**src/hw/rob_cfg.svh**
```systemverilog
`ifndef ROB_CFG_SVH
`define ROB_CFG_SVH

// buffer geometry
`define ROB_DEPTH 16
`define ROB_TAG_W 4

// datapath widths
`define XLEN 32
`define PC_W 32

// architectural register name
`define REG_NAME_W 5

`endif
```
**src/hw/rob_pkg.sv**
```systemverilog
`default_nettype none

`include "rob_cfg.svh"

package rob_pkg;

    typedef logic [`ROB_TAG_W-1:0] rob_tag_t;
    typedef logic [`REG_NAME_W-1:0] reg_name_t;

    // recorded at dispatch
    typedef struct packed {
        reg_name_t rd;
        logic is_store;
        logic pred_taken;
    } rob_dispatch_t;

    // reported by execute, out of order
    typedef struct packed {
        rob_tag_t tag;
        logic [`XLEN-1:0] data;
        logic taken;
        logic [`PC_W-1:0] target;
    } rob_complete_t;

    // register file write at commit
    typedef struct packed {
        reg_name_t rd;
        logic [`XLEN-1:0] data;
        rob_tag_t tag;
    } rob_commit_t;

    typedef struct packed {
        reg_name_t rd;
        logic is_store;
        logic pred_taken;
        logic done;
        logic taken;
        logic [`XLEN-1:0] data;
        logic [`PC_W-1:0] target;
    } rob_entry_t;

endpackage

`default_nettype wire

```
**src/hw/rob_top.sv**
```systemverilog
`timescale 1ns/1ps
`default_nettype none

`include "rob_cfg.svh"

module rob_top (
    input  wire logic                  clk,
    input  wire logic                  rst_n,
    input  wire logic                  flush,
    input  wire logic                  dispatch_valid,
    input  rob_pkg::rob_dispatch_t     dispatch,
    output logic                       full,
    output rob_pkg::rob_tag_t          alloc_tag,
    input  wire logic                  complete_valid,
    input  rob_pkg::rob_complete_t     complete,
    output logic                       commit_valid,
    output rob_pkg::rob_commit_t       commit,
    output logic                       store_valid,
    output rob_pkg::rob_tag_t          store_tag,
    output logic                       redirect_valid,
    output logic [`PC_W-1:0]           redirect_pc
);

    logic                 alloc_we;
    logic                 retire;
    logic                 squash;
    logic                 head_valid;
    rob_pkg::rob_tag_t    head_tag;
    rob_pkg::rob_entry_t  head_entry;

    rob_tag_alloc rob_tag_alloc_i (
        .clk            (clk),
        .rst_n          (rst_n),
        .dispatch_valid (dispatch_valid),
        .retire         (retire),
        .squash         (squash),
        .full           (full),
        .alloc_tag      (alloc_tag),
        .alloc_we       (alloc_we)
    );

    rob_entry_table rob_entry_table_i (
        .clk            (clk),
        .rst_n          (rst_n),
        .alloc_we       (alloc_we),
        .alloc_tag      (alloc_tag),
        .dispatch       (dispatch),
        .complete_valid (complete_valid),
        .complete       (complete),
        .head_tag       (head_tag),
        .retire         (retire),
        .squash         (squash),
        .head_entry     (head_entry),
        .head_valid     (head_valid)
    );

    rob_commit rob_commit_i (
        .clk            (clk),
        .rst_n          (rst_n),
        .flush          (flush),
        .head_entry     (head_entry),
        .head_valid     (head_valid),
        .head_tag       (head_tag),
        .retire         (retire),
        .squash         (squash),
        .commit_valid   (commit_valid),
        .commit         (commit),
        .store_valid    (store_valid),
        .store_tag      (store_tag),
        .redirect_valid (redirect_valid),
        .redirect_pc    (redirect_pc)
    );

endmodule

`default_nettype wire

```
**src/hw/rob_commit.sv**
```systemverilog
`timescale 1ns/1ps
`default_nettype none

`include "rob_cfg.svh"

module rob_commit (
    input  wire logic                  clk,
    input  wire logic                  rst_n,
    input  wire logic                  flush,
    input  rob_pkg::rob_entry_t        head_entry,
    input  wire logic                  head_valid,
    output rob_pkg::rob_tag_t          head_tag,
    output logic                       retire,
    output logic                       squash,
    output logic                       commit_valid,
    output rob_pkg::rob_commit_t       commit,
    output logic                       store_valid,
    output rob_pkg::rob_tag_t          store_tag,
    output logic                       redirect_valid,
    output logic [`PC_W-1:0]           redirect_pc
);

    rob_pkg::rob_tag_t head_ptr;
    logic              squash_q;
    logic              mispredict;

    assign squash = squash_q | flush;
    assign retire = head_valid & head_entry.done & ~squash;

    // stores carry no branch outcome
    assign mispredict = retire & ~head_entry.is_store
                      & (head_entry.taken != head_entry.pred_taken);

    assign commit_valid = retire & ~head_entry.is_store;
    assign store_valid  = retire & head_entry.is_store;

    assign commit.rd   = head_entry.rd;
    assign commit.data = head_entry.data;
    assign commit.tag  = head_ptr;

    assign store_tag      = head_ptr;
    assign head_tag       = head_ptr;
    assign redirect_valid = mispredict;
    assign redirect_pc    = head_entry.target;

    // in-order retire pointer
    always_ff @(posedge clk or negedge rst_n) begin
        if (!rst_n) begin
            head_ptr <= '0;
        end else if (squash) begin
            head_ptr <= '0;
        end else if (retire) begin
            head_ptr <= rob_pkg::rob_tag_t'(head_ptr + 1'b1);
        end
    end

    // one-cycle squash after a mispredicted commit
    always_ff @(posedge clk or negedge rst_n) begin
        if (!rst_n) begin
            squash_q <= 1'b0;
        end else begin
            squash_q <= mispredict;
        end
    end

endmodule

`default_nettype wire

```
**src/hw/rob_entry_table.sv**
```systemverilog
`timescale 1ns/1ps
`default_nettype none

`include "rob_cfg.svh"

module rob_entry_table (
    input  wire logic                  clk,
    input  wire logic                  rst_n,
    input  wire logic                  alloc_we,
    input  rob_pkg::rob_tag_t          alloc_tag,
    input  rob_pkg::rob_dispatch_t     dispatch,
    input  wire logic                  complete_valid,
    input  rob_pkg::rob_complete_t     complete,
    input  rob_pkg::rob_tag_t          head_tag,
    input  wire logic                  retire,
    input  wire logic                  squash,
    output rob_pkg::rob_entry_t        head_entry,
    output logic                       head_valid
);

    rob_pkg::rob_entry_t     entries [`ROB_DEPTH];
    logic [`ROB_DEPTH-1:0]   occupied;
    logic                    complete_we;

    // late or duplicate results are dropped
    assign complete_we = complete_valid & ~squash
                       & occupied[complete.tag]
                       & ~entries[complete.tag].done;

    // one occupied bit per tag
    always_ff @(posedge clk or negedge rst_n) begin
        if (!rst_n) begin
            occupied <= '0;
        end else if (squash) begin
            occupied <= '0;
        end else begin
            if (alloc_we) begin
                occupied[alloc_tag] <= 1'b1;
            end
            if (retire) begin
                occupied[head_tag] <= 1'b0;
            end
        end
    end

    // entry payload
    always_ff @(posedge clk) begin
        if (alloc_we) begin
            entries[alloc_tag] <= '{
                rd:         dispatch.rd,
                is_store:   dispatch.is_store,
                pred_taken: dispatch.pred_taken,
                done:       1'b0,
                taken:      1'b0,
                data:       '0,
                target:     '0
            };
        end
        if (complete_we) begin
            entries[complete.tag].data   <= complete.data;
            entries[complete.tag].taken  <= complete.taken;
            entries[complete.tag].target <= complete.target;
            entries[complete.tag].done   <= 1'b1;
        end
        // done is cleared so a stale result cannot look finished
        if (retire) begin
            entries[head_tag].done <= 1'b0;
        end
    end

    // head read is combinational for same-cycle commit
    assign head_entry = entries[head_tag];
    assign head_valid = occupied[head_tag];

endmodule

`default_nettype wire

```
**src/hw/rob_tag_alloc.sv**
```systemverilog
`timescale 1ns/1ps
`default_nettype none

`include "rob_cfg.svh"

module rob_tag_alloc (
    input  wire logic              clk,
    input  wire logic              rst_n,
    input  wire logic              dispatch_valid,
    input  wire logic              retire,
    input  wire logic              squash,
    output logic                   full,
    output rob_pkg::rob_tag_t      alloc_tag,
    output logic                   alloc_we
);

    rob_pkg::rob_tag_t   wr_ptr;
    logic [`ROB_TAG_W:0] count;
    logic                at_depth;

    assign at_depth = (count == (`ROB_TAG_W+1)'(`ROB_DEPTH));

    // full drops while a squash is pending
    assign full      = at_depth & ~squash;
    assign alloc_tag = wr_ptr;
    assign alloc_we  = dispatch_valid & ~at_depth & ~squash;

    // depth is a power of two, so the pointer wraps by overflow
    always_ff @(posedge clk or negedge rst_n) begin
        if (!rst_n) begin
            wr_ptr <= '0;
        end else if (squash) begin
            wr_ptr <= '0;
        end else if (alloc_we) begin
            wr_ptr <= rob_pkg::rob_tag_t'(wr_ptr + 1'b1);
        end
    end

    // accept and retire may land in the same cycle
    always_ff @(posedge clk or negedge rst_n) begin
        if (!rst_n) begin
            count <= '0;
        end else if (squash) begin
            count <= '0;
        end else begin
            case ({alloc_we, retire})
                2'b10: begin
                    count <= count + 1'b1;
                end
                2'b01: begin
                    count <= count - 1'b1;
                end
                default: begin
                    count <= count;
                end
            endcase
        end
    end

endmodule

`default_nettype wire

```
**config.mk**
```make
export PLATFORM = sky130hd
export DESIGN_NAME = rob_top
export DESIGN_NICKNAME = d
export VERILOG_FILES = /design/src/hw/rob_pkg.sv /design/src/hw/rob_top.sv /design/src/hw/rob_commit.sv /design/src/hw/rob_entry_table.sv /design/src/hw/rob_tag_alloc.sv
export VERILOG_INCLUDE_DIRS = /design/src /design/src/hw
export SDC_FILE = /design/constraint.sdc
export NUM_CORES = 2
export LEC_CHECK = 0
export ABC_AREA = 1
export BUFFER_PORTS_ARGS = -buffer_cell sky130_fd_sc_hd__buf_4
export CAP_MARGIN = 20
export CELL_PAD_IN_SITES_DETAIL_PLACEMENT = 0
export CELL_PAD_IN_SITES_GLOBAL_PLACEMENT = 1
export CORE_MARGIN = 2
export CORE_UTILIZATION = 54
export CTS_CLUSTER_SIZE = 12
export DETAILED_ROUTE_END_ITERATION = 7
export PLACE_DENSITY = 0.88
export SYNTH_ARGS = -nofsm -noshare
export SYNTH_HDL_FRONTEND = slang
export SYNTH_SLANG_ARGS = --single-unit
```
**constraint.sdc**
```tcl
create_clock -name clk -period 5.75 [get_ports clk]
set_input_delay 0.2875 -clock clk [delete_from_list [all_inputs] [get_ports clk]]
set_output_delay 0.2875 -clock clk [all_outputs]
set_load 0.005 [all_outputs]
```
==> flow_summary.json <==
{
  "yosys.area.top_type_share_pct": 64.8,
  "synth_top_cell_by_area": "edfxtp_1",
  "r2r-start": "rob_commit_i.head_tag[0]",
  "switching_share_pct": 20.6,
  "syn_area_per_cell_um2": 10.5,
  "drc": 0,
  "grt_max_degree": 219,
  "period_minus_slack_ns": 4.86,
  "path_clk_slew_ns": 0.06,
  "rows": 115,
  "met3_usage_pct": 4.42,
  "ios": 166,
  "firstDrtPassIters": 6,
  "drive_gt1_share_pct": 12.0,
  "outcome": "complete, no violations",
  "final_cell_mix": "nor2_1 (1524), edfxtp_1 (1152), o21ai_0 (608), nand2_1 (504), o22ai_1 (281)",
  "fillers": 7978,
  "crit_start": "rob_commit_i.head_tag[0]",
  "grt_pass1_vias": 37000,
  "synth_top_family_by_area": "simple AND/OR/NAND/NOR gates",
  "hp-class": "primary input to flip-flop",
  "syn-cell-area_um2": 53400,
  "yosys_warnings": 0,
  "start_kind": "flip-flop",
  "pwr-share-clk_pct": 42.4,
  "area_delta_synth_final_pct": 9.99,
  "hold_viol_final": 0,
  "dpl_cell_area_um2": 54900,
  "ys_types": 36,
  "start_util_pct": 54.4,
  "mostFrequentLayoutCell": "nor2_1",
  "grt_first_pass_wirelength_um": 225000,
  "antenna_left": 0,
  "combinationalPowerShare_pct": 2.6,
  "synth-seq-cells": 1198,
  "endpoint_kind": "output pin",
  "final_area_um2": 58700,
  "avgRoutedWirePerCell_um": 23.2,
  "fin_setup_tns_ns": 0,
  "vias_per_cell": 6.02,
  "post-dp-hpwl_um": 78100,
  "cts_sinks": 1198,
  "fin_crit_sh_pct": 84.6,
  "fmax_mhz": 206,
  "routed_wl_um": 149000,
  "grt.busiest_layer": "met2",
  "fp.coreArea_um2": 98100,
  "endpoint": "redirect_pc[2]",
  "pwr-share-seq_pct": 55.0,
  "skew_ns": 0.0135,
  "nNetsFinal": 5126,
  "die_w_um": 318,
  "cts_made_buffers": 121,
  "reg2reg_slack_ns": 1.18,
  "yosys-top-cells-area": "edfxtp_1 (65%), nor2_1 (11%), o21ai_0 (5.7%)",
  "overflow": 0,
  "synth_compound_area_share_pct": 9.17,
  "cts_max_path_buffers": 3,
  "root_buffer": "clkbuf_16",
  "arrival_ns": 4.57,
  "vias": 38600,
  "yosysSeqAreaShare_pct": 66.8,
  "insertion_delay_ns": 0.71,
  "drt_iter0_drc": 4901,
  "muxShareOfSynthArea_pct": 0,
  "synth_cells": 5098,
  "cts_tree": "yes",
  "relSlewSlack_pct": 20.5,
  "rsz0062_at_grt": "no",
  "worstPathRequired_ns": 5.46,
  "port-buffer-count": 165,
  "grt_antenna_before_repair": 1,
  "power.density_nw_per_um2": 296,
  "synth-xor-area-share_pct": 0.115,
  "synth_nets": 5191,
  "die-area_um2": 101000,
  "cp_max_fo": 108,
  "synth_fa_ha_area_share_pct": 0.281,
  "maxCapViolCount": 0,
  "htreeDepth": 3,
  "die_h_um": 318,
  "setup-violations-final": 0,
  "p_sw_uw": 3580,
  "reg2regPathDepth": 20,
  "leakagePower_uw": 0.0194,
  "tightest_slew_ns": 1.19,
  "grtUsageMet1_pct": 40.2,
  "grtUsageMet2_pct": 46.8,
  "setup.worst_path.class": "flip-flop to output pin",
  "yosys.area_share.simple_pct": 18.5,
  "timing.rr.end": "rob_tag_alloc_i.count[4]",
  "ir_drop_v": 0.000254,
  "intPower_uw": 13800,
  "gp_congestion": 0.883,
  "grt_usage_pct": 29.0,
  "finalMaxSlewViolations": 0
}
-- per-stage QoR --
stage	utilization, %	std cells	setup slack [ns]	hold WS [ns]	power, uW
final	59.8	6405	0.888	0.0500	17400
after global routing	59.8	6405	0.748	0.0657	17800
after CTS	59.8	6402	1.00	0.0148	17400
after detailed placement	56.0	6186	1.34	0.252	10200
after global placement	55.9	6183	1.41	0.251	10200
after floorplan	-	5098	2.33	-0.00809	9960
-- cell usage after synthesis --
cell type,number
o21ai_1,4
buf_1,17
nand2_1,520
buf_6,44
xor2_1,5
nand3_4,10
nand4_1,72
nand3_1,41
o22ai_1,281
inv_1,182
nand3_2,1
buf_2,75
or2_2,1
nor3_1,1
edfxtp_1,1152
a21o_1,1
nand2_4,1
nor2_8,1
o21ai_0,608
buf_8,1
nor2_4,10
a21oi_1,7
clkbuf_1,279
a21boi_0,4
ha_1,12
nor2_2,182
nand2_2,2
dfxtp_1,16
xnor2_1,2
nor2_1,1526
nand4_4,1
dfrtp_1,30
inv_2,2
inv_4,1
buf_12,1
buf_4,5
-- cell type report --
cell class	instances	area, um2	area share [%]
sequential	1198	35700	60.8
multi-input combinational	3293	15200	25.8
clock buffer	168	3340	5.69
timing repair buffer	234	1930	3.29
tap	1287	1610	2.74
inverter	185	717	1.22
clock inverter	39	265	0.452
antenna	1	2.50	0.00426
-- logic make-up after synthesis --
logic type | count (synthesis)
fa+ha+maj | 12
xor+xnor | 7
buf+inv | 607
simple gates | 2369
compound gates | 905
flops | 1198
-- worst min-delay path by stage --
stage / from / endpoint / slack (ns) / cells past startpoint
after floorplan: rst_n / rob_commit_i.head_tag[0] / -0.008 / 0
after CTS: flush / rob_tag_alloc_i.alloc_tag[3] / 0.01 / 5
final: flush / rob_tag_alloc_i.alloc_tag[3] / 0.05 / 5
after detailed placement: rst_n / rob_tag_alloc_i.count[3] / 0.25 / 1
after global placement: rst_n / rob_commit_i.squash_q / 0.25 / 1
after global routing: flush / rob_tag_alloc_i.alloc_tag[3] / 0.07 / 5
-- critical path, cell delays in order (launching register included) --
cell     delay [ns]
dfrtp_4        1.05
buf_4          0.65
buf_4          0.92
o21ai_0        0.25
o22ai_1        0.20
nand2_1        0.07
nand4_1        0.37
buf_4          0.19
-- registers in the layout, indices dropped and copies added, names as in the netlist --
| name | count |
|---|---|
| rob_commit_i.head_tag | 4 |
| rob_commit_i.squash_q | 1 |
| rob_entry_table_i.entries | 1168 |
| rob_entry_table_i.occupied | 16 |
| rob_tag_alloc_i.alloc_tag | 4 |
| rob_tag_alloc_i.count | 5 |
-- power by group through the flow --
stage	Clock [uW]	Sequential (uW)	Combinational, uW
floorplan	0	9720	240
global placement	0	9720	443
detailed placement	0	9720	446
CTS	7390	9540	453
global route	7740	9540	492
finish	7360	9540	453
-- timing repair --
item	4_1_cts	5_1_grt
gates resized for setup	0	0
hold endpoints to repair	146	0
buffers inserted	0	0
hold buffers	9	0
-- per-layer routing --
metal	share of wire, %	up-vias	wire, um
met5	0	-	0
met4	3.2	0	4710
met3	9.5	298	14200
met2	48	2060	71100
met1	40	18900	58900
li1	-	17300	-
(Power assumes the default switching activity.)
